`src/druaga_params.svh`:
```
`ifndef DRUAGA_PARAMS_SVH
`define DRUAGA_PARAMS_SVH

// ROM map of the download stream, bases in download byte addresses
`define DRUAGA_CPU0_BASE    25'h0000000
`define DRUAGA_CPU0_DEPTH   32768

`define DRUAGA_SPRITE_BASE  25'h0008000
`define DRUAGA_SPRITE_DEPTH 32768

`define DRUAGA_CPU1_BASE    25'h0010000
`define DRUAGA_CPU1_DEPTH   8192

`define DRUAGA_BG_BASE      25'h0012000
`define DRUAGA_BG_DEPTH     4096

`define DRUAGA_BANKS        4
`define DRUAGA_LOCAL_AW     15
`define DRUAGA_STATUS_W     32

`endif
```
`src/druaga_pkg.sv`:
```
package druaga_pkg;

	// Game model as selected by the menu core_mod field
	typedef enum logic [2:0] {
		druaga     = 3'd0,
		druaga_alt = 3'd1,
		mappy      = 3'd2,
		digdug2    = 3'd3,
		motos      = 3'd4
	} model_t;

	// ROM regions, also the bank index
	typedef enum logic [1:0] {
		cpu0   = 2'd0,
		sprite = 2'd1,
		cpu1   = 2'd2,
		bg     = 2'd3
	} region_t;

endpackage

```
`src/rom_loader.sv`:
```
`timescale 1ns/1ps

`include "druaga_params.svh"

module rom_loader import druaga_pkg::*; (
	input  logic                        clock_48,
	input  logic                        rst_n,
	input  logic                        ioctl_wr,
	input  logic [24:0]                 ioctl_addr,
	input  logic [7:0]                  ioctl_dout,
	output logic [`DRUAGA_BANKS-1:0]    bank_we,
	output logic [`DRUAGA_LOCAL_AW-1:0] bank_waddr,
	output logic [7:0]                  bank_wdata
);

	region_t     region;
	logic        hit;
	logic [24:0] offset;
	logic [24:0] off_cpu0;
	logic [24:0] off_sprite;
	logic [24:0] off_cpu1;
	logic [24:0] off_bg;

	// Unsigned wrap turns each range test into one compare
	assign off_cpu0   = ioctl_addr - `DRUAGA_CPU0_BASE;
	assign off_sprite = ioctl_addr - `DRUAGA_SPRITE_BASE;
	assign off_cpu1   = ioctl_addr - `DRUAGA_CPU1_BASE;
	assign off_bg     = ioctl_addr - `DRUAGA_BG_BASE;

	always_comb begin
		hit = 1'b1;
		region = cpu0;
		offset = off_cpu0;
		if (off_cpu0 < 25'(`DRUAGA_CPU0_DEPTH)) begin
			region = cpu0;
			offset = off_cpu0;
		end else if (off_sprite < 25'(`DRUAGA_SPRITE_DEPTH)) begin
			region = sprite;
			offset = off_sprite;
		end else if (off_cpu1 < 25'(`DRUAGA_CPU1_DEPTH)) begin
			region = cpu1;
			offset = off_cpu1;
		end else if (off_bg < 25'(`DRUAGA_BG_DEPTH)) begin
			region = bg;
			offset = off_bg;
		end else begin
			// Palette, CLUT and wave ROMs land here
			hit = 1'b0;
		end
	end

	always_ff @(posedge clock_48 or negedge rst_n) begin
		if (!rst_n) begin
			bank_we <= '0;
		end else begin
			bank_we <= '0;
			if (ioctl_wr && hit)
				bank_we[region] <= 1'b1;
		end
	end

	always_ff @(posedge clock_48) begin
		bank_waddr <= offset[`DRUAGA_LOCAL_AW-1:0];
		bank_wdata <= ioctl_dout;
	end

endmodule

```
`config.mk`:
```
export PLATFORM = sky130hd
export DESIGN_NAME = rom_loader
export DESIGN_NICKNAME = d
export VERILOG_FILES = /design/src/druaga_pkg.sv /design/src/rom_loader.sv
export VERILOG_INCLUDE_DIRS = /design/src /design/src/src
export SDC_FILE = /design/constraint.sdc
export NUM_CORES = 1
export LEC_CHECK = 0
export BUFFER_PORTS_ARGS = -buffer_cell sky130_fd_sc_hd__buf_4
export CAP_MARGIN = 40
export CORE_MARGIN = 2
export CORE_UTILIZATION = 35
export DETAILED_ROUTE_END_ITERATION = 8
export PLACE_DENSITY_LB_ADDON = 0.25
export SYNTH_ARGS = -nofsm -noshare
export SYNTH_HDL_FRONTEND = slang
export SYNTH_SLANG_ARGS = --single-unit
```
`constraint.sdc`:
```
create_clock -name clock_48 -period 0.8 [get_ports clock_48]
set_input_delay 0.12 -clock clock_48 [delete_from_list [all_inputs] [get_ports clock_48]]
set_output_delay 0.12 -clock clock_48 [all_outputs]
set_load 0.05 [all_outputs]
```
* After elaboration in Yosys (flattened, before gate mapping) *
Index checks and enable logic that the tools add are counted.

cells by class
  div/mod/pow operators = 0
  $mul = 0
  bitwise logic cells = 0
  reduce and logical (&&, ||, !) cells = 2
  $add $sub $neg = 3
  $lt $le $gt $ge = 6
  equal/unequal tests = 0
  mux-type cells = 15
  shift-type cells = 0

operators by type and width
  kind                                                                             count
  15-bit 2-to-1 mux                                                                4
  25-bit by 16-bit less-than comparator with 1-bit output (second input constant)  2
  25-bit by 17-bit subtractor with 25-bit output (second input constant)           2
  25-bit by 13-bit less-than comparator with 1-bit output (second input constant)  1
  25-bit by 14-bit less-than comparator with 1-bit output (second input constant)  1
  25-bit by 16-bit subtractor with 25-bit output (second input constant)           1
  2-bit 2-to-1 mux                                                                 4
  1-bit 2-to-1 mux                                                                 5
  4-bit 2-to-1 mux                                                                 1
  2-bit by 3-bit less-than comparator with 1-bit output (second input constant)    1
  1-bit demux with 2-bit select                                                    1
  2-bit by 1-bit >= comparator with 1-bit output (second input constant)           1
  1-bit logical AND                                                                2

storage, ports and cells
  logic and storage cells = 29
  RAM bits = 0
  flip-flop bits (word level) = 27
  latch bits = 0
  ROM bits = 0
  memories = 0

* Longest topological paths before layout *
  word-level depth = 11
  mapped depth = 7
  depth with buffers taken out = 7

* Worst setup path before layout *
Ideal clock, no wire load.

  path type = input port to flip-flop
  start = input ioctl_addr[19]
  end = register bank_waddr[13]
  data arrival time = 1288 ps
  stages = 5
  data required time = 679 ps
  buffers on the path = 0
  slack = -609 ps
  cell sequence = or4_4 -> nor4_4 -> and4b_1 -> o211ai_2 -> xnor2_1

between the ends
  word-level cells in the longest chain between the ends = 6

ends and longest elaborated chain
  what                                                             line              RTL
  from (decl)                                                      rom_loader.sv:9   input logic [24:0] ioctl_addr,
  25-bit by 17-bit subtractor with 25-bit output (no source line)  -
  25-bit by 13-bit less-than comparator with 1-bit output          rom_loader.sv:43  end else if (off_bg < 25'(`DRUAGA_BG_DEPTH)) begin
  15-bit 2-to-1 mux                                                rom_loader.sv:43
  15-bit 2-to-1 mux                                                rom_loader.sv:40  end else if (off_cpu1 < 25'(`DRUAGA_CPU1_DEPTH)) begin
  15-bit 2-to-1 mux                                                rom_loader.sv:37  end else if (off_sprite < 25'(`DRUAGA_SPRITE_DEPTH)) begin
  15-bit 2-to-1 mux *                                              rom_loader.sv:34  if (off_cpu0 < 25'(`DRUAGA_CPU0_DEPTH)) begin
  via offset[13]                                                   rom_loader.sv:18  logic [24:0] offset;
  to (signal assigned)                                             rom_loader.sv:63  bank_waddr <= offset[`DRUAGA_LOCAL_AW-1:0];
  to (decl)                                                        rom_loader.sv:12  output logic [`DRUAGA_LOCAL_AW-1:0] bank_waddr,

Mark *: on every way through the listed nets, which the timed path passes. The rest lies on a longest branch.

* Worst setup path after layout *
  start = input ioctl_addr[19]
  end = register bank_waddr[14]

The elaborated chain is that of the path after synthesis.

==> flow_summary.ini <==
[critical_path]
path_buf_inv = 2
cp_data_required_time_ns = 1.01
worstSetupPathType = in -> reg
critical-path-top-delay-family = simple AND/OR/NAND/NOR gates
worstPathCellList = buf_6 > or4_4 > buf_4 > a2111oi_4 > o211ai_2 > mux2i_1
critPathArrivalTime_ns = 1.51
critPathLaunchType = input pin
cp_slowest_cell = or4_4
crit_fanout = 3
worst_path_largest_cell_delay_ns = 0.56
critPathCaptureType = flip-flop

[timing]
finalHoldViolCount = 0
slew_violations = 0
worst_slew_pin_slew_ns = 0.343
fin_crit_sh_pct = 163
setup-violations-final = 33
period_minus_slack_ns = 1.30
finalWorstSetupSlack_ns = -0.505
whs_ns = 0.0202
timing.fmax_mhz = 766
max_slew_margin_pct = 76.9
rsz0062_at_grt = true

[route]
antenna_left = 0
post_drt_wl_per_cell_um = 15.1
viasPerCell = 4.70
drc = 0
drtIter0Drc = 11
via_count = 969
drt-total-wl_um = 3120
dr.pass1.iters = 4

[clock_network]
cts.sinks = 27
cts_inserted_buffers = 3
htreeDepth = 1
cts_root_buf = clkbuf_4
clkTransAtPathRegs_ns = 0.14
cts_tree = built
clk_path_buf_depth = 2

[global_routing]
grt_max_degree = 17
first_global_vias = 985
grt_pass1_wl_um = 4320
track_usage_pct = 21.0
antenna_found_initial = 0
grt_overflow = 0

[logic_synthesis]
synth-simple-area-share_pct = 15.4
syn_area_per_cell_um2 = 12.5
synth_xor_xnor_area_share_pct = 3.84
ys_ff_latch = 27
synth_top_family_by_area = simple AND/OR/NAND/NOR gates
synth_compound_area_share_pct = 8.50
synth_nets = 114
synth.cell_area_um2 = 912
yosysSeqAreaShare_pct = 61.5
muxShareOfSynthArea_pct = 1.10
syn-instance-count = 73
synth_cell_types = 28
synth_warnings = 0
synthAdderAreaFrac_pct = 6.86

[floorplanning]
start_util_pct = 36.8
rows = 18
num_io_pins = 63
die_h_um = 55.1
dieWidth_um = 55.1
dieArea_um2 = 3030
core_area_um2 = 2480

[status]
violations = setup timing
status = finished, violations left

[place]
port_buffers = 62
hpwlAfterDp_um = 1780
placedInstanceArea_um2 = 1520
place_congestion = 0.857

[power_and_ir_drop]
leakage_nw = 0.942
p_seq_share_pct = 51.0
clockPowerShare_pct = 20.0
p_sw_share_pct = 28.7
p_switching_w = 0.000825
power.density_nw_per_um2 = 1410
pwr-share-comb_pct = 29.0
internal-power_w = 0.00205
peakVddDrop_mv = 1.58

[finish]
drive_gt1_share_pct = 64.8
final_nets = 218
final_area_um2 = 2040
n_antenna_cell = 0
layout_commonest_cell = buf_4
syn2layout_area_growth_pct = 124
layout_common_cells = buf_4, dfxtp_2, dlygate4sd3_1, buf_8, buf_6

[hold_path]
hp-class = in -> reg

[flow_run]
cap_violations = 0
layer usage:
metal	wire length [um]	GRT usage [%]	up-vias
li1	-	-	461
met1	945	17.8	452
met2	1910	45.8	50
met3	214	6.18	6
met4	48	4.07	0
met5	0	0	-
state kept, by name, indices dropped and copies added, names as in the netlist:
name / flops
bank_wdata: 8
bank_we: 4
bank_waddr: 15
Yosys cell counts, drive strengths merged:
| cell type | count | share of area [%] |
|---|---|---|
| or3 | 2 | 1.4 |
| nand3b | 1 | 0.82 |
| a2111oi | 1 | 1.6 |
| mux2i | 1 | 1.1 |
| and3 | 1 | 0.69 |
| ha | 5 | 6.9 |
| a21oi | 3 | 2.1 |
| o211ai | 1 | 1.4 |
| and4b | 1 | 1.1 |
| o31a | 2 | 1.9 |
| xor2 | 1 | 0.96 |
| xnor2 | 3 | 2.9 |
| nand4 | 1 | 0.69 |
| o21ai | 1 | 0.55 |
| or4 | 1 | 1.2 |
| nand3 | 2 | 1.1 |
| clkbuf | 1 | 0.41 |
| nor4 | 4 | 4.4 |
| o2111ai | 1 | 0.96 |
| dfxtp | 23 | 50 |
| nor2 | 2 | 0.82 |
| inv | 6 | 2.5 |
| nand2 | 2 | 0.82 |
| nand4b | 1 | 0.96 |
| dfrtp | 4 | 11 |
| nand2b | 2 | 1.4 |
logic make-up (layout without fill, tap and decap cells):
logic type / count (synthesis) / in the layout
DFF: 27 / 27
AOI/OAI and AO/OA: 9 / 9
muxes: 1 / 1
xor gates and xnor gates: 4 / 4
adders and majority gates: 5 / 5
and+or+nand+nor: 20 / 20
buffers and inverters: 7 / 110
path summary, 6_finish.rpt:
kind,startpoint,end,depth (start not counted)
worst max-delay path,ioctl_addr[19],bank_waddr[14],6
min in group asynchronous,rst_n,bank_we[0],2
max in group asynchronous,rst_n,bank_we[2],2
worst min-delay path,ioctl_wr,bank_we[3],3
power groups by stage:
stage / Clock (W) / Sequential [W] / Combinational [W]
final: 0.000576 / 0.00147 / 0.000832
after global routing: 0.000638 / 0.00147 / 0.000876
after CTS: 0.000600 / 0.00145 / 0.000784
after detailed placement: 0 / 0.00145 / 0.000628
after global placement: 0 / 0.00145 / 0.000620
after floorplan: 0 / 0.00167 / 0.0000851
per-stage QoR:
| step | setup TNS, ns | utilization (%) | cells | total power (W) | setup slack (ns) |
|---|---|---|---|---|---|
| after detailed placement | -4.31 | 61.5 | 179 | 0.00208 | -0.840 |
| after global routing | -7.27 | 82.3 | 206 | 0.00299 | -0.510 |
| after floorplan | -2.93 | - | 73 | 0.00176 | -0.609 |
| after global placement | -4.02 | 61.5 | 179 | 0.00207 | -0.757 |
| after CTS | -6.21 | 79.2 | 205 | 0.00284 | -0.475 |
| final | -6.27 | 82.3 | 206 | 0.00287 | -0.505 |
timing repair:
action / 4_1_cts / 5_1_grt
hold buffers: 22 / 0
hold endpoints to repair: 25 / 0
setup endpoints to repair: 33 / 33
setup buffers: 0 / 1
resized for setup: 65 / 16
pin swaps: 4 / 3
final cells by class:
type,count,area (um2)
Clock buffer,3,22.5
Clock inverter,1,7.51
Fill cell,142,438
Inverter,6,22.5
Multi-Input combinational cell,39,359
Sequential cell,27,589
Tap cell,30,37.5
Timing Repair Buffer,100,1000
Note: power is estimated with default switching activity, not from simulation.
