**config.mk**
```make
export PLATFORM = sky130hd
export DESIGN_NAME = core_ctrl
export DESIGN_NICKNAME = d
export VERILOG_FILES = /design/src/druaga_params.svh /design/src/druaga_pkg.sv /design/src/core_ctrl.sv
export SDC_FILE = /design/constraint.sdc
export NUM_CORES = 1
export LEC_CHECK = 0
export ABC_CLOCK_PERIOD_IN_PS = 800
export BUFFER_PORTS_ARGS = -buffer_cell sky130_fd_sc_hd__buf_2
export CAP_MARGIN = 10
export CORE_MARGIN = 2
export CORE_UTILIZATION = 34
export CTS_BUF_LIST = sky130_fd_sc_hd__clkbuf_16
export CTS_CLUSTER_DIAMETER = 100
export DETAILED_ROUTE_END_ITERATION = 8
export PLACE_DENSITY = 0.81
export SKIP_CTS_REPAIR_TIMING = 1
export SLEW_MARGIN = 20
export SYNTH_ARGS = -nofsm -noshare
export SYNTH_HDL_FRONTEND = slang
export SYNTH_SLANG_ARGS = --single-unit
```
**constraint.sdc**
```tcl
create_clock -name clock_48 -period 0.8 [get_ports clock_48]
set_input_delay 0.12 -clock clock_48 [delete_from_list [all_inputs] [get_ports clock_48]]
set_output_delay 0.12 -clock clock_48 [all_outputs]
set_load 0.02 [all_outputs]
```
**src/druaga_params.svh**
```systemverilog
`ifndef DRUAGA_PARAMS_SVH
`define DRUAGA_PARAMS_SVH

// ROM map of the download stream, bases in download byte addresses
`define DRUAGA_CPU0_BASE    25'h0000000
`define DRUAGA_CPU0_DEPTH   32768

`define DRUAGA_SPRITE_BASE  25'h0008000
`define DRUAGA_SPRITE_DEPTH 32768

`define DRUAGA_CPU1_BASE    25'h0010000
`define DRUAGA_CPU1_DEPTH   8192

`define DRUAGA_BG_BASE      25'h0012000
`define DRUAGA_BG_DEPTH     4096

`define DRUAGA_BANKS        4
`define DRUAGA_LOCAL_AW     15
`define DRUAGA_STATUS_W     32

`endif
```
**src/druaga_pkg.sv**
```systemverilog
package druaga_pkg;

	// Game model as selected by the menu core_mod field
	typedef enum logic [2:0] {
		druaga     = 3'd0,
		druaga_alt = 3'd1,
		mappy      = 3'd2,
		digdug2    = 3'd3,
		motos      = 3'd4
	} model_t;

	// ROM regions, also the bank index
	typedef enum logic [1:0] {
		cpu0   = 2'd0,
		sprite = 2'd1,
		cpu1   = 2'd2,
		bg     = 2'd3
	} region_t;

endpackage

```
**src/core_ctrl.sv**
```systemverilog
`timescale 1ns/1ps

module core_ctrl import druaga_pkg::*; (
	input  logic        clock_48,
	input  logic        rst_n,
	input  logic [31:0] status,
	input  logic        reset_button,
	input  model_t      model,
	input  logic        ioctl_download,
	output logic        game_reset,
	output logic [7:0]  dsw0,
	output logic [7:0]  dsw1,
	output logic [7:0]  dsw2
);

	logic       download_d;
	logic       rom_loaded;
	logic [7:0] dsw2_next;

	// Loaded once the first download has ended
	always_ff @(posedge clock_48 or negedge rst_n) begin
		if (!rst_n) begin
			download_d <= 1'b0;
			rom_loaded <= 1'b0;
		end else begin
			download_d <= ioctl_download;
			if (download_d && !ioctl_download)
				rom_loaded <= 1'b1;
		end
	end

	always_ff @(posedge clock_48 or negedge rst_n) begin
		if (!rst_n)
			game_reset <= 1'b1;
		else
			game_reset <= status[0] | reset_button | ioctl_download | ~rom_loaded;
	end

	// Per-model layout of the third DIP bank
	always_comb begin
		case (model)
			druaga, druaga_alt, digdug2: begin
				dsw2_next = {status[19:16], status[27:24]};
			end
			mappy: begin
				dsw2_next = {2{status[27:24]}};
			end
			default: begin
				// Motos and unused model codes
				dsw2_next = status[31:24];
			end
		endcase
	end

	always_ff @(posedge clock_48 or negedge rst_n) begin
		if (!rst_n) begin
			dsw0 <= '0;
			dsw1 <= '0;
			dsw2 <= '0;
		end else begin
			dsw0 <= status[15:8];
			dsw1 <= status[23:16];
			dsw2 <= dsw2_next;
		end
	end

endmodule

```
### Word-level counts from Yosys, hierarchy flattened

Cells that the tools add are included.

* output and inout bits: 25
* latch bits: 0
* memory bits (read-only): 0
* flip-flop bits (word level): 27
* memories: 0
* RAM bits: 0

* muxes and demuxes: 1
* reductions and logical operators: 4
* order comparisons: 0
* $add $sub $neg: 0
* multipliers: 0
* div/mod/pow operators: 0
* bitwise logic cells: 4
* equality and inequality tests: 3
* shifts and indexed selects: 0

Operators by type and width (count)
* one-hot mux 8 bit (2 select lines): 1
* == test 3 x 2 -> 1 bit (second input constant): 2
* == test 3 x 1 -> 1 bit (second input constant): 1
* zero test 3 bit: 1
* OR 1 bit: 3
* OR reduction 3 bit: 1
* logical AND 1 bit: 1
* zero test 1 bit: 1
* NOT 1 bit: 1

### Logic depth before layout (Yosys ltp)

Gate-level depths: netlist of run 1.

* word-level depth: 3
* depth in mapped cells: 3
* gate-level depth less buffers: 2

### Worst setup path before layout of run 1

No wires, ideal clock.

* path kind: flip-flop to output port
* start: register game_reset
* end: output port game_reset
* stages on the path, launching flop included: 1
* required time: 0.680 ns
* setup slack: 0.126 ns
* arrival: 0.554 ns
* cell sequence: dfstp_2

RTL lines
* start, declared: RTL line core_ctrl.sv:10 `output logic game_reset,`
* start signal, assigned: RTL line core_ctrl.sv:36 `game_reset <= status[0] | reset_button | ioctl_download | ~rom_loaded;`

No word-level cell between the ends.

### Worst setup path in the final report of run 1

* start: register game_reset
* end: output port game_reset

No word-level cell between the ends.

==> results.cfg, run 1 <==
[status]
status = finished with violations
violations = negative setup slack

[timing]
drv_slew = 0
period_needed_ps = 1010
finClkSkew_ps = 0.693
finalCritPeriodShare_pct = 126
hold_violations = 0
relSlewSlack_pct = 83.1
setup_viol = 25
max_freq_ghz = 0.990
finalSetupTns_ps = -2250
worstMarginPinSlew_ps = 253
worst_slack_ps = -210
timing.hold.ws_ps = 90.0
rsz0062_at_grt = true

[logic_synthesis]
synth.ff_latch_count = 27
synth_top_area_share_pct = 75.5
synth_area_per_cell_um2 = 17.6
synth_area_um2 = 862
ys_seq_area_share_pct = 78.5
ys_warn_count = 0
synth_area_leaders = dfrtp_1 75%, o311ai_2 7.5%, nand4bb_1 5.2%
ys_types = 11
syn_nets = 88
yosys.area.top_type = dfrtp_1
synthCells = 49

[worst_setup_path]
crit_path_max_fanout = 1
r2r_slack_ps = 140
crit_type = reg2out
crit_family = flip-flops
cp.depth = 1
r2r-start = rom_loaded
crit_path_end_kind = output port
critical_path.startpoint = game_reset
crit_end = game_reset
slowest_delay_ps = 530
critical_path.startpoint_type = flop
worstPathRequired_ps = 680
slowest_stage = dfstp_2
r2r_end = rom_loaded
worstRegToRegCells = 1
worstPathArrival_ps = 890
cp.buffers_inverters = 1
crit_chain = buf_6

[placed_design]
io_buffers = 56
dpl.hpwl_um = 1390
place_congestion = 0.644

[run]
drv_cap = 0

[final_layout]
drive_gt1_share_pct = 50.4
post-route-util_pct = 67.6
num-nets-final = 171
final_common_cell = buf_2
num_antenna_cells = 0
area_delta_synth_final_pct = 90.7
layout_common_cells = 31 x buf_2, 26 x dfrtp_1, 25 x buf_6

[power_and_ir_drop]
power_mw = 3.11
p_leak_nw = 0.799
p_int_mw = 2.41
seqPwrFrac_pct = 47.6
clkPwrFrac_pct = 35.1
swShare_pct = 22.5
vdd_ir_drop_max_mv = 1.33
comb_power_share_pct = 17.3
p_sw_uw = 698
power.density_mw_per_mm2 = 1890

[clock_tree]
cts_max_path_buffers = 2
path_clk_slew_ps = 60
h-tree-depth = 1
cts_sinks = 27
clk_latency_ps = 250
cts-root-buf = clkbuf_16
numCtsBuffers = 3
cts_tree = done

[routing]
totalWireLength_um = 2460
drt-initial-drc-count = 3
postRouteAntennaNets = 0
drt_pass1_iterations = 4
drc = 0
viasPerCell = 4.34
vias = 698
routedWlPerCell_um = 15.3

[floorplan]
core_region_area_mm2 = 0.00243
die_y_um = 54.4
row_count = 18
fp.dieW_um = 54.4
die_area_mm2 = 0.00295
start_util_pct = 35.4
design.portCount = 64

[global_route]
overflow = 0
grt_pass1_vias = 557
grt_use_total_pct = 11.4
grt_pass1_wl_um = 2330
antenna_found_initial = 0
grt_max_degree = 20

[hold_path]
hold_path.class = in2reg
## layer usage
layer | GRT usage (%) | wire (um) | vias up
met5 | 0 | 0 | -
met4 | 7.50 | 12 | 0
met3 | 3.55 | 167 | 2
met2 | 19.7 | 1330 | 37
met1 | 11.8 | 950 | 332
li1 | - | - | 327
## final cells by class
cell class / count / area [um^2]
Fill cell: 154 / 788
Sequential cell: 27 / 677
Timing Repair Buffer: 79 / 677
Multi-Input combinational cell: 16 / 155
Clock buffer: 3 / 75.1
Tap cell: 30 / 37.5
Inverter: 5 / 18.8
Clock inverter: 1 / 3.75
## stage by stage
stage,cells,area [um^2],setup slack [ps]
CTS,139,1270,-236
detailed placement,135,1190,10.1
global placement,135,1190,40.5
floorplan,49,862,126
finish,161,1640,-210
global route,161,1640,-230
## sequential cells by signal (all words and copies together), names as in the netlist
register    count
dsw1            8
rom_loaded      1
dsw0            8
dsw2            8
download_d      1
game_reset      1
## power by group through the flow
stage / Combinational [mW] / Sequential (mW) / Clock, mW
CTS: 0.367 / 1.46 / 1.10
global route: 0.577 / 1.48 / 1.16
detailed placement: 0.365 / 1.48 / 0
global placement: 0.357 / 1.48 / 0
finish: 0.538 / 1.48 / 1.09
floorplan: 0.0655 / 1.58 / 0
## synth_stat cells
cell       instances
a21o_1             1
nand3_1            1
nor2_1             1
dfrtp_1           26
nand4bb_1          4
o311ai_2           4
dfstp_2            1
buf_6              1
nor2b_4            1
nand2_1            4
inv_1              5
## how the worst min path moves through the flow
stage               slack [ps]  startpoint         end  cells past startpoint
global route                90   status[0]  game_reset                      3
floorplan                 -180       rst_n  download_d                      0
detailed placement         -10       rst_n     dsw0[0]                      1
global placement           -20       rst_n     dsw0[0]                      1
finish                      90   status[0]  game_reset                      3
CTS                       -280       rst_n     dsw0[0]                      1
## logic make-up after synthesis
logic type	after synthesis	synth area share, %
AOI/OAI and AO/OA	5	8.42
DFF	27	78.5
buffers and inverters	6	3.48
and+or+nand+nor	11	9.58
Power figures use the tool's default switching activity.
==> run 2, diff against run 1 <==
--- a/config.mk
+++ b/config.mk
@@ -13,7 +13,7 @@
 export CTS_BUF_LIST = sky130_fd_sc_hd__clkbuf_16
 export CTS_CLUSTER_DIAMETER = 100
 export DETAILED_ROUTE_END_ITERATION = 8
-export PLACE_DENSITY = 0.81
+export PLACE_DENSITY = 0.72
 export SKIP_CTS_REPAIR_TIMING = 1
 export SLEW_MARGIN = 20
 export SYNTH_ARGS = -nofsm -noshare
==> run 2 against run 1 <==
The flow still finishes with violations (negative setup slack). Clock power barely moved. Hold slack got worse by 3.2 ps. Count of clock-buffer cells in the layout did not move. Via count did not move. Die area did not move. Design area barely moved. Global-route usage barely moved. Non-clock buffer count did not move. Fmax fell by 1.3%. Combinational power fell by 1%. Sequential share of layout area barely moved. Critical endpoint unchanged.
==> results.cfg, run 2 (synthesis results as in run 1) <==
[floorplan]
row_count = 18
fp.dieW_um = 54.4
die_area_mm2 = 0.00295
start_util_pct = 35.4
design.portCount = 64
core_region_area_mm2 = 0.00243
die_y_um = 54.4

[timing]
period_needed_ps = 1020
worst_slack_ps = -223
relSlewSlack_pct = 82.2
max_freq_ghz = 0.977
hold_violations = 0
setup_viol = 25
finalCritPeriodShare_pct = 128
rsz0062_at_grt = true
finClkSkew_ps = 0.678
worstMarginPinSlew_ps = 267
drv_slew = 0

[clock_tree]
numCtsBuffers = 3
path_clk_slew_ps = 60
h-tree-depth = 1
clk_latency_ps = 260
cts_sinks = 27
cts_max_path_buffers = 2
cts-root-buf = clkbuf_16
cts_tree = done

[final_layout]
area_delta_synth_final_pct = 90.9
final-seq-area_um2 = 677
multi_input_area_um2 = 155
num-nets-final = 171
largest_registers = dsw0 x8, dsw1 x8, dsw2 x8
fill_cells = 149
layout_common_cells = 31 x buf_2, 26 x dfrtp_1, 25 x buf_6
final_common_cell = buf_2
num_antenna_cells = 0
post-route-util_pct = 67.6
drive_gt1_share_pct = 51.1
layout.cells.non_filler = 161

[routing]
routedWlPerCell_um = 14.7
totalWireLength_um = 2360
drc = 0
viasPerCell = 4.34
drt-initial-drc-count = 0
vias = 698
postRouteAntennaNets = 0
drt_pass1_iterations = 1

[worst_setup_path]
worstRegToRegCells = 1
slowest_delay_ps = 540
crit_path_end_kind = output port
worstPathRequired_ps = 680
crit_path_max_fanout = 1
crit_chain = buf_6
r2r_end = rom_loaded
crit_type = reg2out
crit_family = flip-flops
worstPathArrival_ps = 900
r2r_slack_ps = 140
critical_path.startpoint_type = flop
cp.buffers_inverters = 1
r2r-start = download_d
slowest_stage = dfstp_2

[placed_design]
io_buffers = 56
placedCellCount = 135
place_congestion = 0.658

[global_route]
grt_pass1_vias = 518
grt_max_degree = 19
overflow = 0
grt_pass1_wl_um = 2250
grt_use_total_pct = 11.4
antenna_found_initial = 0

[hold_path]
hp-start = status[30]
hold_path.class = in2reg
hold_end = dsw2[6]
whs_path_depth = 3

[status]
violations = negative setup slack
status = finished with violations

[power_and_ir_drop]
vdd_ir_drop_max_mv = 1.34
power.density_mw_per_mm2 = 1890
p_leak_nw = 0.798

[run]
drv_cap = 0
-- run 2: area by class of cell --
type,count,area share (%)
multi-input combinational,16,9.43
clock buffer,3,4.56
tap,30,2.28
timing repair buffer,79,41.1
inverter,5,1.14
sequential,27,41.1
clock inverter,1,0.304
-- run 2: how the worst max path moves through the flow --
stage	depth (start not counted)	startpoint	to
2_1_floorplan	0	game_reset	game_reset
3_3_place_gp	1	game_reset	game_reset
3_5_place_dp	1	game_reset	game_reset
4_1_cts	1	game_reset	game_reset
5_1_grt	1	game_reset	game_reset
6_report	1	game_reset	game_reset
-- run 2: where the power goes --
group | leakage, nW | switching (mW) | internal (mW) | total (mW)
combinational | 0.445 | 0.231 | 0.301 | 0.532
clock | 0.0409 | 0.428 | 0.673 | 1.10
sequential | 0.312 | 0.0392 | 1.44 | 1.48
-- run 2: layer usage --
layer / vias up / track usage, % / wire [um]
met4: 0 / 8.75 / 12
met3: 2 / 3.55 / 186
met1: 331 / 12.7 / 920
met2: 37 / 18.1 / 1240
met5: - / 0 / 0
li1: 328 / - / -
-- run 2: stage by stage --
stage | power, mW | setup TNS, ps | setup slack [ps] | instance area, um^2 | hold WS [ps]
3_3_place_gp | 1.84 | 0 | 40.2 | 1190 | -8.79
5_1_grt | 3.23 | -2840 | -236 | 1650 | 88.7
6_report | 3.11 | -2290 | -223 | 1650 | 86.9
3_5_place_dp | 1.84 | 0 | 29.5 | 1190 | -4.88
4_1_cts | 2.94 | -2470 | -254 | 1270 | -280
2_1_floorplan | 1.65 | 0 | 126 | 862 | -176
==> run 3, diff against run 2 <==
--- a/config.mk
+++ b/config.mk
@@ -8,12 +8,15 @@
 export ABC_CLOCK_PERIOD_IN_PS = 800
 export BUFFER_PORTS_ARGS = -buffer_cell sky130_fd_sc_hd__buf_2
 export CAP_MARGIN = 10
+export CORE_ASPECT_RATIO = 0.6
 export CORE_MARGIN = 2
 export CORE_UTILIZATION = 34
 export CTS_BUF_LIST = sky130_fd_sc_hd__clkbuf_16
 export CTS_CLUSTER_DIAMETER = 100
+export CTS_CLUSTER_SIZE = 14
 export DETAILED_ROUTE_END_ITERATION = 8
 export PLACE_DENSITY = 0.72
+export REMOVE_ABC_BUFFERS = 1
 export SKIP_CTS_REPAIR_TIMING = 1
 export SLEW_MARGIN = 20
 export SYNTH_ARGS = -nofsm -noshare
==> run 3 against run 2 <==
The flow still finishes with violations (negative setup slack). Final cell count rose by 1.2%. Total power down 0.53%. Count of clock-buffer cells in the layout unchanged. Worst setup slack improved by 17 ps. Combinational power increased by 0.8%. Fmax grew 1.7%. Hold slack improved by 3.8 ps. Non-clock buffer count stayed put. First-iteration DRC count rose by 49.
==> results.cfg, run 3 (synthesis results as in run 1) <==
[routing]
viasPerCell = 4.39
routedWlPerCell_um = 15.3
drc = 0
totalWireLength_um = 2490
drt_pass1_iterations = 2
postRouteAntennaNets = 0
vias = 716
drt-initial-drc-count = 49

[worst_setup_path]
slowest_delay_ps = 530
worstRegToRegCells = 1
crit_path_max_fanout = 1
r2r_end = rom_loaded
worstPathArrival_ps = 890
critical_path.startpoint_type = flop
crit_chain = buf_6
r2r-start = rom_loaded
cp.buffers_inverters = 1
worstPathRequired_ps = 680
slowest_stage = dfstp_2
crit_path_end_kind = output port
crit_type = reg2out
r2r_slack_ps = 150
crit_family = flip-flops

[status]
violations = negative setup slack
status = finished with violations

[power_and_ir_drop]
vdd_ir_drop_max_mv = 1.07
power.density_mw_per_mm2 = 1890
power_mw = 3.10
p_leak_nw = 0.796

[global_route]
grt_max_degree = 28
grt_pass1_vias = 567
grt_pass1_wl_um = 2720
overflow = 0
grt_use_total_pct = 12.3
antenna_found_initial = 0

[final_layout]
num_antenna_cells = 0
drive_gt1_share_pct = 51.1
largest_registers = dsw0 x8, dsw1 x8, dsw2 x8
num-nets-final = 171
final_common_cell = buf_2
fill_cells = 147
area_delta_synth_final_pct = 90.4
post-route-util_pct = 66.9
layout_common_cells = 32 x buf_2, 26 x dfrtp_1, 24 x buf_6

[timing]
finalSetupTns_ps = -2190
finalCritPeriodShare_pct = 126
relSlewSlack_pct = 84.0
period_needed_ps = 1010
rsz0062_at_grt = true
setup_viol = 25
finClkSkew_ps = 0.0670
hold_violations = 0
drv_slew = 0
max_freq_ghz = 0.994
worstMarginPinSlew_ps = 239
worst_slack_ps = -206

[clock_tree]
cts_tree = done
numCtsBuffers = 3
path_clk_slew_ps = 60
cts_sinks = 27
clk_latency_ps = 250
cts_max_path_buffers = 2
cts-root-buf = clkbuf_16
h-tree-depth = 1

[hold_path]
hold_end = dsw2[6]
hold_path.class = in2reg
hp-start = status[30]
whs_path_depth = 3

[floorplan]
core_region_area_mm2 = 0.00245
fp.dieW_um = 69.0
design.portCount = 64
row_count = 14
die_area_mm2 = 0.00297
die_y_um = 43.0
start_util_pct = 35.2

[placed_design]
io_buffers = 56
place_congestion = 0.806
dpl.hpwl_um = 1390

[run]
drv_cap = 0
==> run 3: worst max-delay path by stage <==
stage	start	to	slack (ps)	cells past startpoint
after global placement	game_reset	game_reset	40	1
after detailed placement	model[2]	dsw2[4]	30	3
after floorplan	game_reset	game_reset	130	0
after global routing	game_reset	game_reset	-240	1
after CTS	game_reset	game_reset	-240	1
final	game_reset	game_reset	-210	1
==> run 3: metal layers <==
metal	GRT usage, %	part of all wire [%]
met1	15.3	37
met2	19.0	55
met3	4.75	7.0
met4	5.88	0.88
met5	0	0
==> run 3: final cells by class <==
type                    instances  area [um^2]  area share (%)
flip-flops and latches         27          677            41.2
well taps                      32         40.0            2.44
inverters                       5         18.8            1.14
repair buffers                 79          671            40.9
clock inverters                 1         5.00           0.305
multi-input cells              16          155            9.45
clock buffers                   3         75.1            4.57
==> run 3: per-stage QoR <==
stage	cell area, um^2	std cells	worst slack (ps)	hold WS (ps)
floorplan	851	48	126	-176
global placement	1190	137	41.4	69.4
detailed placement	1190	137	26.3	77.7
CTS	1270	141	-243	-198
global route	1640	163	-238	101
finish	1640	163	-206	90.7
==> run 3: power breakdown <==
group	switching [mW]	internal, mW
Clock	0.411	0.672
Combinational	0.237	0.299
Sequential	0.0370	1.44
Total	0.685	2.41
