==> config.mk <==
export PLATFORM = sky130hd
export DESIGN_NAME = rom_fetch_mux
export DESIGN_NICKNAME = d
export VERILOG_FILES = /design/src/druaga_pkg.sv /design/src/rom_fetch_mux.sv
export VERILOG_INCLUDE_DIRS = /design/src /design/src/src
export SDC_FILE = /design/constraint.sdc
export NUM_CORES = 1
export LEC_CHECK = 0
export BUFFER_PORTS_ARGS = -buffer_cell sky130_fd_sc_hd__clkbuf_2
export CAP_MARGIN = 40
export CELL_PAD_IN_SITES_DETAIL_PLACEMENT = 0
export CELL_PAD_IN_SITES_GLOBAL_PLACEMENT = 2
export CORE_MARGIN = 4
export CORE_UTILIZATION = 18
export DETAILED_ROUTE_END_ITERATION = 10
export PLACE_DENSITY_LB_ADDON = 0.1
export SLEW_MARGIN = 15
export SYNTH_ARGS = -nofsm -noshare
export SYNTH_HDL_FRONTEND = slang
export SYNTH_SLANG_ARGS = --single-unit
export TNS_END_PERCENT = 20
==> constraint.sdc <==
create_clock -name clock_48 -period 2.7 [get_ports clock_48]
set_input_delay 0.27 -clock clock_48 [delete_from_list [all_inputs] [get_ports clock_48]]
set_output_delay 0.27 -clock clock_48 [all_outputs]
set_load 0.02 [all_outputs]
==> src/druaga_params.svh <==
`ifndef DRUAGA_PARAMS_SVH
`define DRUAGA_PARAMS_SVH

// ROM map of the download stream, bases in download byte addresses
`define DRUAGA_CPU0_BASE    25'h0000000
`define DRUAGA_CPU0_DEPTH   32768

`define DRUAGA_SPRITE_BASE  25'h0008000
`define DRUAGA_SPRITE_DEPTH 32768

`define DRUAGA_CPU1_BASE    25'h0010000
`define DRUAGA_CPU1_DEPTH   8192

`define DRUAGA_BG_BASE      25'h0012000
`define DRUAGA_BG_DEPTH     4096

`define DRUAGA_BANKS        4
`define DRUAGA_LOCAL_AW     15
`define DRUAGA_STATUS_W     32

`endif
==> src/druaga_pkg.sv <==
package druaga_pkg;

	// Game model as selected by the menu core_mod field
	typedef enum logic [2:0] {
		druaga     = 3'd0,
		druaga_alt = 3'd1,
		mappy      = 3'd2,
		digdug2    = 3'd3,
		motos      = 3'd4
	} model_t;

	// ROM regions, also the bank index
	typedef enum logic [1:0] {
		cpu0   = 2'd0,
		sprite = 2'd1,
		cpu1   = 2'd2,
		bg     = 2'd3
	} region_t;

endpackage

==> src/rom_fetch_mux.sv <==
`timescale 1ns/1ps

`include "druaga_params.svh"

module rom_fetch_mux import druaga_pkg::*; (
	input  logic                              clock_48,
	input  logic                              rst_n,
	input  logic                              game_reset,
	input  logic                              fetch_req,
	input  region_t                           fetch_region,
	input  logic [`DRUAGA_LOCAL_AW-1:0]       fetch_addr,
	input  logic [`DRUAGA_BANKS-1:0][7:0]     bank_rdata,
	output logic [`DRUAGA_BANKS-1:0]          bank_re,
	output logic [`DRUAGA_LOCAL_AW-1:0]       bank_raddr,
	output logic                              fetch_valid,
	output logic [7:0]                        fetch_data
);

	logic    accept;
	logic    accept_q;
	region_t region_q;

	// Fetches during game reset are dropped
	assign accept = fetch_req && !game_reset;

	always_comb begin
		bank_re = '0;
		if (accept)
			bank_re[fetch_region] = 1'b1;
	end

	assign bank_raddr = fetch_addr;

	always_ff @(posedge clock_48 or negedge rst_n) begin
		if (!rst_n) begin
			accept_q <= 1'b0;
			fetch_valid <= 1'b0;
		end else begin
			accept_q <= accept;
			fetch_valid <= accept_q;
		end
	end

	// Bank byte is ready one edge after the strobe
	always_ff @(posedge clock_48) begin
		region_q <= fetch_region;
		if (accept_q)
			fetch_data <= bank_rdata[region_q];
	end

endmodule

* Yosys cells after proc, flatten, opt, wreduce, memory -nomap -nowiden *
Index checks and enable logic that the tools add are counted.

word-level totals
  latch bits = 0
  memories = 0
  RAM bits = 0
  output and inout port bits = 28
  memory bits (read-only) = 0
  logic and storage cells = 15
  register bits after elaboration = 12
  input bits = 53

operators by class
  reductions and logical operators = 3
  eq/ne operators = 0
  muxes and demuxes = 5
  add/sub/neg operators = 0
  $mul = 0
  bitwise gates (word level) = 0
  shifts and indexed selects = 0
  divide/modulo/power cells = 0
  $lt $le $gt $ge = 3

operators with widths
  operator                                              count
  binary-select mux 8 bit (select 2 bit)                1
  2-to-1 mux 8 bit                                      1
  < comparator 2 x 3 -> 1 bit (second input constant)   2
  2-to-1 mux 4 bit                                      1
  demux 1 bit (select 2 bit)                            1
  >= comparator 2 x 1 -> 1 bit (second input constant)  1
  logical AND 1 bit                                     2
  zero test 1 bit                                       1
  2-to-1 mux 1 bit                                      1

* Depth between registers and ports, before layout *
Gate-level depths: netlist (run 1).

  word-level depth = 5
  depth in mapped cells = 2
  gate-level depth less buffers = 1

* Worst setup path after synthesis (run 1) *
OpenSTA, ideal clock, no wires.

  kind = in2out
  from = input port fetch_region[1]
  to = output port bank_re[0]
  path slack = 1.384 ns
  buffers on the path = 0
  arrival = 1.046 ns
  cell stages on the path = 1
  cells stage by stage = nor4b_1

on the way
  longest elaborated chain between the ends = 5

RTL lines
  element                                                                                            RTL line             text
  start: declaration                                                                                 rom_fetch_mux.sv:10  input region_t fetch_region,
  < comparator 2 x 3 -> 1 bit (not written as such) or >= comparator 2 x 1 -> 1 bit (tied branches)  rom_fetch_mux.sv:29  bank_re[fetch_region] = 1'b1;
  logical AND 1 bit (not written as such)                                                            rom_fetch_mux.sv:29
  2-to-1 mux 1 bit (not written as such)                                                             rom_fetch_mux.sv:29
  demux 1 bit (select 2 bit) (*)                                                                     rom_fetch_mux.sv:29
  2-to-1 mux 4 bit (*)                                                                               rom_fetch_mux.sv:28  if (accept)
  end: declaration                                                                                   rom_fetch_mux.sv:13  output logic [`DRUAGA_BANKS-1:0] bank_re,

Every way passes the cells marked *; elsewhere a longest branch is shown, timed or not.

* Final worst setup path (run 1) *
  from = register region_q[0]
  to = register fetch_data[7], data pin

on the way
  longest elaborated chain between the ends = 2

RTL lines
  element                                 RTL line             text
  start: declaration                      rom_fetch_mux.sv:21  region_t region_q;
  start signal: assignment                rom_fetch_mux.sv:46  region_q <= fetch_region;
  binary-select mux 8 bit (select 2 bit)  rom_fetch_mux.sv:48  fetch_data <= bank_rdata[region_q];
  2-to-1 mux 8 bit (not written as such)  rom_fetch_mux.sv:48
  end signal: assignment                  rom_fetch_mux.sv:48
  end: declaration                        rom_fetch_mux.sv:16  output logic [7:0] fetch_data

No other way between the ends. The select of a mux whose other input is x is not followed.
A chain may end at the register's enable or synchronous reset.

==> results of run 1 <==
## worst max-delay path by stage
stage	slack [ps]	to	cells after the start
after global routing	1100	fetch_data[7]$_DFFE_PP_	1
after detailed placement	1190	fetch_data[7]$_DFFE_PP_	1
after CTS	1190	fetch_data[7]$_DFFE_PP_	1
final	1230	fetch_data[7]$_DFFE_PP_	1
after floorplan	1380	bank_re[0]	1
after global placement	1200	fetch_data[4]$_DFFE_PP_	1
## layer usage
layer	GRT usage	routed length [um]	vias to the layer above
li1	-	-	224
met1	0.0762	582	239
met2	0.158	1130	33
met3	0.0116	137	24
met4	0.0957	199	0
met5	0	0	-
## layout by cell type (no fill, tap or decap)
master	netlist	final
dfxtp_1	2	2
clkbuf_8	0	4
clkbuf_2	1	50
and4b_1	1	1
nor4b_1	1	1
dlygate4sd3_1	0	1
dfrtp_1	2	2
nor4bb_1	2	2
nor2b_1	1	1
edfxtp_1	8	8
mux4_2	8	8
## logic make-up (layout without fill, tap and decap cells)
logic type,count (synthesis),in the layout
and+or+nand+nor,5,5
buffers and inverters,17,55
muxes,8,8
DFF,12,12
## flip-flops by register name (all words and copies together), names as in the netlist
register	count
accept_q	1
fetch_data	8
fetch_valid	1
region_q	2
## per-stage QoR
step	util	instance area [um2]	power [uW]
floorplan	-	684	291
global placement	0.237	866	299
detailed placement	0.237	866	299
CTS	0.254	931	496
global route	0.254	931	515
finish	0.254	931	489
## cell type report
class	count	area, um2	area share
timing repair buffer	51	260	0.280
clock buffer	4	55.1	0.0591
sequential	12	330	0.355
multi-input combinational	13	225	0.242
tap	48	60.1	0.0645
## where the power goes
group,internal (uW),switching (uW)
combinational,45.8,29.0
sequential,209,10.5
clock,129,65.7
total,384,105
## repair_timing
item,4_1_cts,5_1_grt
hold buffers,1,0
buffers inserted,0,0
endpoints found under the hold margin,2,0
==> results by group, run 1 <==
Global route
  • First-pass GRT wire length: 3120 um
  • Largest net degree at the start of global routing: 10
  • Initial antenna violation count: 0
  • Vias in the first global route: 613
  • Grt total ovfl: 0
  • GRT Util Overall: 0.0867

Drt
  • Number of routed nets with antenna violations: 0
  • Drt total wl: 2050 um
  • DR vias/cell: 4.06
  • Via count: 520
  • Drt drc: 0
  • Wire per inst: 16.0 um
  • First-pass DRT Iterations: 6
  • First-iteration detailed-routing DRC count: 6

Synthesis
  • Top-area cell type share of the netlist area: 0.351
  • Synth Cell Area: 684 um2
  • Syn Inst Count: 42
  • Syn. warnings: 0
  • Post-Synth Adder-Cell Area: 0
  • Area leader, netlist: edfxtp_1
  • Top-count cell post-synth: buf_4
  • Synth cell count leaders: buf_4 (15), edfxtp_1 (8), mux4_2 (8)
  • Compound-Gate Fraction of Synth Area: 0
  • Most common flop cell mapped by yosys: edfxtp_1
  • Asr flop ratio synth: 0.167
  • Synth Net Count: 95
  • FF+latch count, synth: 12
  • Sequential area share after synthesis: 0.483
  • Synth Area per Inst: 16.3 um2
  • Synth area leaders: edfxtp_1 (35%), mux4_2 (26%), buf_4 (16%), dfrtp_1 (7.3%), dfxtp_1 (5.9%)
  • Simple-Gate Fraction of Synth Area: 0.0658
  • Number of distinct library cells after synthesis: 11
  • Main combinational cell family by area after synthesis: multiplexers
  • Mux cell area share after synthesis: 0.263
  • Post-Synth XOR/XNOR Area: 0
  • Number of flops mapped to enable cells by yosys: 8

Die
  • Chip Width: 69.7 um
  • Initial Util: 0.187
  • Placeable Area: 3660 um2
  • Row cnt: 22
  • Die H: 69.7 um
  • I/O pin cnt: 81
  • Die ar.: 4850 um2

Final layout
  • # diodes: 0
  • Non-Filler Instances: 128
  • Layout cells sized above 1: 0.775
  • Nets: 134
  • Area delta synth->final: 36.0%
  • Fill cells: 381

STA
  • Worst Tran Pin Value: 509 ps
  • Worst Skew: 2.02 ps
  • RSZ-0062 raised after global routing: no
  • Max Clock Freq: 0.680 GHz
  • Fin crit period: 1470 ps
  • Final setup viols: 0
  • Setup ws final: 1230 ps
  • Hold_ws: 197 ps
  • Worst rel slew slack: 0.660
  • Slew Limit Fails: 0
  • Hold Vio Cnt, Final: 0
  • Period utilization: 0.545
  • Setup_tns: 0 ps

Worst setup path
  • FF-to-FF End: fetch_data[7]$_DFFE_PP_
  • Critical Path Start: region_q[0]$_DFF_P_
  • Critical path type: flop to flop
  • Cell family with most CP delay: flip-flops
  • CP arrival: 1450 ps
  • RR Startpoint: region_q[0]$_DFF_P_
  • R2r setup slk: 1230 ps
  • R2R cell count: 1
  • Type of origin of the critical path: flop
  • Slowest stage delay, CP: 630 ps
  • CP Cell Sequence: mux4_2
  • Crit Path Max Fanout: 8
  • Worst path bufs/invs: 0
  • Worst Setup End Kind: flop
  • Crit-path slowest cell: dfxtp_1
  • Critical Path RT: 2670 ps

Clocking
  • CTS sink cnt: 12
  • H-tree Lvls: 1
  • Post-cts resize count: 0
  • CTS tree: yes
  • CTS Buffer Depth: 2
  • CTS buffer count: 3
  • Clock-pin slew on the worst setup and hold paths: 50 ps
  • CTS root buffer: clkbuf_8
  • Worst-Skew Late Latency: 240 ps

Min path
  • Worst hold-check path type: primary input to flop
  • Hold path endpoint: region_q[0]$_DFF_P_
  • Worst Min Path Start: fetch_region[0]
  • Hold depth: 1

Pwr
  • Cell Pwr Density: 525 nW/um2
  • Peak supply drop: 0.000107 V
  • Pleak: 0.000427 uW

Place
  • GP Congestion: 0.644
  • Port Buffers: 50
  • Setup WS pre-CTS: 1190 ps
  • Placed cells: 123

Job
  • Max Cap Viol: 0

Status
  • Outcome: finished, final reports clean
(Power assumes the default switching activity.)
==> run 2: changes to the inputs <==
- CORE_UTILIZATION: 18 -> 17
- clock period: 2.7 -> 1.49 ns (I/O delays scaled with it)
==> run 2 against run 1 <==
Compared with the run above:
- sequential power increased by 78%
- worst setup slack lost 990 ps
- power is 70% higher
- cell area grew 0.54%
- first-iteration DRC count is the same
- non-clock buffer count rose by 2
- clock power rose by 52%
- die area increased by 5.2%
- global-route usage down 1.0 points
- clock-buffer cell count unchanged
- register-to-register slack worse by 990 ps
- utilization is 0.61 points lower
==> results by group, run 2 (synthesis gave the netlist of run 1 again) <==
Final layout
  • # diodes: 0 (unchanged)
  • Most frequent cells in the layout: clkbuf_2 (50), mux4_2 (8), edfxtp_1 (8) (unchanged)
  • Area delta synth->final: 36.7% (was 36.0%)
  • Max reg flops: 8 (unchanged)
  • Nets: 136 (was 134)
  • Post-route cell area: 936 um2 (was 931 um2)
  • Regs by FF count: fetch_data (8), region_q (2) (unchanged)
  • Top reg by flops: fetch_data (unchanged)
  • Layout cells sized above 1: 0.768 (was 0.775)
  • Fill cells: 398 (was 381)
  • Most common cell after layout, fill and taps aside: clkbuf_2 (unchanged)

Die
  • Die H: 71.5 um (was 69.7 um)
  • Die ar.: 5110 um2 (was 4850 um2)
  • Row cnt: 22 (unchanged)
  • Initial Util: 0.181 (was 0.187)
  • I/O pin cnt: 81 (unchanged)
  • Placeable Area: 3770 um2 (was 3660 um2)
  • Chip Width: 71.5 um (was 69.7 um)

Place
  • Detailed placement HPWL: 1680 um
  • Port Buffers: 50 (unchanged)
  • Setup WS pre-CTS: 220 ps (was 1190 ps)
  • Placed Area: 881 um2 (was 866 um2)
  • GP Congestion: 0.695 (was 0.644)

Pwr
  • Flop pwr share: 0.472 (was 0.450)
  • Clock power frac: 0.355 (was 0.398)
  • Total Power: 831 uW (was 489 uW)
  • Combinational share of power: 0.173 (was 0.153)
  • Int Pwr: 654 uW (was 384 uW)
  • Switch Pwr: 177 uW (was 105 uW)
  • Peak supply drop: 0.000184 V (was 0.000107 V)
  • Cell Pwr Density: 888 nW/um2 (was 525 nW/um2)
  • Switch share: 0.213 (was 0.215)
  • Pleak: 0.000430 uW (was 0.000427 uW)

STA
  • Hold Vio Cnt, Final: 0 (unchanged)
  • Slew Limit Fails: 0 (unchanged)
  • Worst rel slew slack: 0.760 (was 0.660)
  • RSZ-0062 raised after global routing: no (unchanged)
  • Worst Tran Pin Value: 360 ps (was 509 ps)
  • Fin crit period: 1250 ps (was 1470 ps)
  • Final setup viols: 0 (unchanged)
  • Worst Skew: 6.53 ps (was 2.02 ps)
  • Max Clock Freq: 0.798 GHz (was 0.680 GHz)
  • Period utilization: 0.841 (was 0.545)
  • Setup ws final: 236 ps (was 1230 ps)
  • Setup_tns: 0 ps (unchanged)

Global route
  • Vias in the first global route: 563 (was 613)
  • GRT Util Overall: 0.0767 (was 0.0867)
  • Grt total ovfl: 0 (unchanged)
  • Initial antenna violation count: 0 (unchanged)
  • First-pass GRT wire length: 2900 um (was 3120 um)
  • Largest net degree at the start of global routing: 10 (unchanged)

Worst setup path
  • Worst Setup End Kind: flop (unchanged)
  • CP arrival: 1230 ps (was 1450 ps)
  • Type of origin of the critical path: flop (unchanged)
  • Critical Path RT: 1460 ps (was 2670 ps)
  • CP Cell Sequence: buf_4 -> mux4_2 (was mux4_2)
  • Critical path type: flop to flop (unchanged)
  • Crit-path slowest cell: mux4_2 (was dfxtp_1)
  • Crit Path Max Fanout: 5 (was 8)
  • Cell family with most CP delay: multiplexers (was flip-flops)
  • Slowest stage delay, CP: 510 ps (was 630 ps)
  • Worst path bufs/invs: 1 (was 0)

Drt
  • First-iteration detailed-routing DRC count: 6 (unchanged)
  • Drt total wl: 1930 um (was 2050 um)
  • Drt drc: 0 (unchanged)
  • DR vias/cell: 4.00 (was 4.06)
  • Wire per inst: 14.9 um (was 16.0 um)
  • Via count: 520 (unchanged)
  • Number of routed nets with antenna violations: 0 (unchanged)
  • First-pass DRT Iterations: 3 (was 6)

Clocking
  • Worst-Skew Late Latency: 240 ps (about the same)
  • Clock-pin slew on the worst setup and hold paths: 50 ps (about the same)
  • H-tree Lvls: 1 (unchanged)
  • CTS buffer count: 3 (unchanged)
  • CTS tree: yes (unchanged)
  • CTS sink cnt: 12 (unchanged)
  • Post-cts resize count: 0 (unchanged)
  • CTS root buffer: clkbuf_8 (unchanged)
  • CTS Buffer Depth: 2 (unchanged)

Status
  • Outcome: finished, final reports clean (unchanged)

Job
  • Max Cap Viol: 0 (unchanged)

Min path
  • Worst hold-check path type: primary input to flop (unchanged)
## run 2: cell types whose count changed in the layout (fill, tap and decap cells not counted), sizes merged
cell and delta:
buf +2
## run 2: path summary, 6_finish.rpt
path	startpoint	end	slack, ps	cells after the start
max in group asynchronous	rst_n	fetch_valid$_DFF_PN0_	1150	2
min in group asynchronous	rst_n	accept_q$_DFF_PN0_	240	2
setup / recovery	region_q[0]$_DFF_P_	fetch_data[3]$_DFFE_PP_	240	2
hold / removal	fetch_region[0]	region_q[0]$_DFF_P_	80	1
hold reg to reg	accept_q$_DFF_PN0_	fetch_valid$_DFF_PN0_	610	0
setup reg to reg	region_q[0]$_DFF_P_	fetch_data[3]$_DFFE_PP_	240	2
## run 2: area by class of cell
type | count | area, um2 | share of cell area
Multi-Input combinational cell | 13 | 225 | 0.241
Timing Repair Buffer | 53 | 275 | 0.294
Tap cell | 48 | 60.1 | 0.0642
Clock buffer | 4 | 45.0 | 0.0481
Sequential cell | 12 | 330 | 0.353
## run 2: per-stage QoR
step | hold WS, ps | utilization | std cells
CTS | 75.3 | 0.248 | 130
floorplan | -147 | - | 42
global placement | -61.5 | 0.234 | 125
detailed placement | -58.8 | 0.234 | 125
global route | 73.8 | 0.248 | 130
finish | 80.7 | 0.248 | 130
## run 2: worst register-to-register path: cells and delay by family (launching register included)
family / cells / cell delay (ps)
buf+inv: 1 / 160
flops: 1 / 320
mux: 1 / 510
## run 2: what timing repair did
item                      4_1_cts  5_1_grt
hold buffers                    1        0
buffers inserted                0        0
hold endpoints to repair        2        0
## run 2: per-layer routing
layer  GRT usage  vias to the layer above  wire length (um)
met2       0.132                       25              1040
met3      0.0182                       24               157
li1            -                      229                 -
met4      0.0772                        0               131
met5           0                        -                 0
met1      0.0725                      242               605
## run 2: power by group through the flow
stage / registers (uW) / clock network [uW] / logic [uW]
final: 392 / 295 / 144
after global routing: 395 / 333 / 158
after CTS: 393 / 308 / 147
after detailed placement: 400 / 0 / 144
after global placement: 400 / 0 / 146
after floorplan: 411 / 0 / 116
==> run 3: changes to the inputs <==
- CORE_UTILIZATION: 17 -> 15
- clock period: 1.49 -> 1.1 ns (I/O delays scaled with it)
==> run 3 against run 2 <==
Compared with the run above:
- clock power grew 62%
- die area grew 12%
- power grew 47%
- the flow now finishes with violations (setup timing)
- first-iteration DRC count grew to 2.7 times the previous value
- cell area grew 6.0%
- clock-buffer cell count is the same
- sequential power grew 33%
- combinational power grew 53%
- worst hold slack lost 54 ps
- non-clock buffer count grew 2
- fmax grew 2.4%
==> results by group, run 3 (synthesis gave the netlist of run 1 again) <==
Clocking
  • CTS buffer count: 3 (unchanged)
  • Worst-Skew Late Latency: 240 ps (about the same)
  • Clock-pin slew on the worst setup and hold paths: 60 ps (was 50 ps)
  • CTS sink cnt: 12 (unchanged)
  • CTS root buffer: clkbuf_8 (unchanged)
  • Post-CTS setup buffer count: 0 (unchanged)
  • CTS Buffer Depth: 2 (unchanged)
  • H-tree Lvls: 1 (unchanged)
  • CTS tree: yes (unchanged)

Worst setup path
  • Critical path type: flop to flop (unchanged)
  • CP arrival: 1200 ps (was 1230 ps)
  • Critical Path RT: 1080 ps (was 1460 ps)
  • Worst Setup End Kind: flop (unchanged)
  • Crit Path Max Fanout: 8 (was 5)
  • Critical Path Start: region_q[0]$_DFF_P_ (unchanged)
  • Type of origin of the critical path: flop (unchanged)
  • RR Startpoint: region_q[0]$_DFF_P_ (unchanged)

Pwr
  • Peak supply drop: 0.000389 V (was 0.000184 V)
  • Total Power: 1220 uW (was 831 uW)
  • Clock power frac: 0.392 (was 0.355)
  • Flop pwr share: 0.427 (was 0.472)
  • Int Pwr: 961 uW (was 654 uW)
  • Combinational share of power: 0.181 (was 0.173)
  • Cell Pwr Density: 1230 nW/um2 (was 888 nW/um2)
  • Switch Pwr: 261 uW (was 177 uW)
  • Pleak: 0.000455 uW (was 0.000430 uW)
  • Switch share: 0.213 (about the same)

Final layout
  • Nets: 138 (was 136)
  • Top reg by flops: fetch_data (unchanged)
  • Regs by FF count: fetch_data (8), region_q (2) (unchanged)
  • Most common cell after layout, fill and taps aside: clkbuf_2 (unchanged)
  • Max reg flops: 8 (unchanged)
  • Area delta synth->final: 45.0% (was 36.7%)
  • Layout cells sized above 1: 0.798 (was 0.768)
  • Most frequent cells in the layout: clkbuf_2 (50), mux4_2 (8), edfxtp_1 (8) (unchanged)
  • # diodes: 0 (unchanged)

Drt
  • First-iteration detailed-routing DRC count: 16 (was 6)
  • Via count: 524 (was 520)
  • First-pass DRT Iterations: 4 (was 3)
  • Drt drc: 0 (unchanged)
  • Wire per inst: 16.1 um (was 14.9 um)
  • DR vias/cell: 3.85 (was 4.00)
  • Drt total wl: 2200 um (was 1930 um)
  • Number of routed nets with antenna violations: 0 (unchanged)

STA
  • Worst rel slew slack: 0.818 (was 0.760)
  • Max Clock Freq: 0.816 GHz (was 0.798 GHz)
  • Final setup viols: 8 (was 0)
  • Period utilization: 1.11 (was 0.841)
  • Worst Skew: 4.29 ps (was 6.53 ps)
  • Fin crit period: 1220 ps (was 1250 ps)
  • Slew Limit Fails: 0 (unchanged)
  • Setup ws final: -125 ps (was 236 ps)
  • Worst Tran Pin Value: 269 ps (was 360 ps)
  • Hold Vio Cnt, Final: 0 (unchanged)
  • Hold_ws: 26.3 ps (was 80.7 ps)
  • RSZ-0062 raised after global routing: yes (was no)
  • Setup_tns: -901 ps (was 0 ps)

Global route
  • Vias in the first global route: 631 (was 563)
  • Initial antenna violation count: 0 (unchanged)
  • First-pass GRT wire length: 3190 um (was 2900 um)
  • Largest net degree at the start of global routing: 9 (was 10)
  • Grt total ovfl: 0 (unchanged)
  • GRT Util Overall: 0.0776 (was 0.0767)

Die
  • I/O pin cnt: 81 (unchanged)
  • Chip Width: 75.5 um (was 71.5 um)
  • Row cnt: 24 (was 22)
  • Die H: 75.5 um (was 71.5 um)
  • Placeable Area: 4380 um2 (was 3770 um2)
  • Die ar.: 5710 um2 (was 5110 um2)
  • Initial Util: 0.156 (was 0.181)

Status
  • Outcome: complete, but fails checks (was finished, final reports clean)
  • Failing checks: setup timing

Place
  • Port Buffers: 50 (unchanged)
  • Setup WS pre-CTS: -127 ps (was 220 ps)
  • GP Congestion: 0.622 (was 0.695)
  • Detailed placement HPWL: 2020 um (was 1680 um)

Min path
  • Worst hold-check path type: primary input to flop (unchanged)
  • Worst Min Path Start: fetch_region[1] (was fetch_region[0])

Job
  • Max Cap Viol: 0 (unchanged)
==> run 3: cell types whose count changed in the layout (fill, tap and decap cells not counted) <==
cell,delta
buf_12,+2
clkbuf_1,-1
clkbuf_8,+1
dfxtp_1,-1
dfxtp_2,+1
==> run 3: per-layer routing <==
metal  global-route usage  wire [um]
met5                    0          0
met4               0.0544         74
met3               0.0303        366
met2                0.135       1100
met1               0.0745        659
==> run 3: worst paths after layout <==
path | endpoint | slack [ps] | cells past startpoint
setup / recovery | fetch_data[2]$_DFFE_PP_ | -120 | 2
hold / removal | region_q[1]$_DFF_P_ | 30 | 1
setup reg to reg | fetch_data[2]$_DFFE_PP_ | -120 | 2
hold reg to reg | fetch_valid$_DFF_PN0_ | 430 | 0
max in group asynchronous | fetch_valid$_DFF_PN0_ | 810 | 2
min in group asynchronous | accept_q$_DFF_PN0_ | 190 | 2
==> run 3: repair_timing <==
| item | CTS | global route |
|---|---|---|
| gates cloned | 0 | 0 |
| hold buffers | 1 | 0 |
| endpoints found under the hold margin | 2 | 0 |
| setup endpoints to repair | 8 | 8 |
| resized for setup | 0 | 0 |
==> run 3: worst max-delay path: stages, from the launching register on <==
cell,delay (ps)
dfxtp_2,330
buf_12,130
mux4_2,500
==> run 3: through the flow <==
stage                      util  instances  area, um2
after floorplan               -         42        686
after global placement    0.211        131        927
after detailed placement  0.211        131        927
after CTS                 0.226        136        992
after global routing      0.226        136        992
final                     0.226        136        992
==> run 3: cell type report <==
type | instances | area (um2)
fillers | 477 | 3390
flip-flops and latches | 12 | 332
repair buffers | 55 | 315
multi-input cells | 13 | 225
well taps | 52 | 65.1
clock buffers | 4 | 55.1
==> run 3: power by group through the flow <==
stage | clock (uW) | sequential (uW) | combinational (uW)
3_5_place_dp | 0 | 532 | 224
3_3_place_gp | 0 | 533 | 226
4_1_cts | 509 | 522 | 228
6_report | 478 | 522 | 221
2_1_floorplan | 0 | 556 | 157
5_1_grt | 525 | 524 | 246
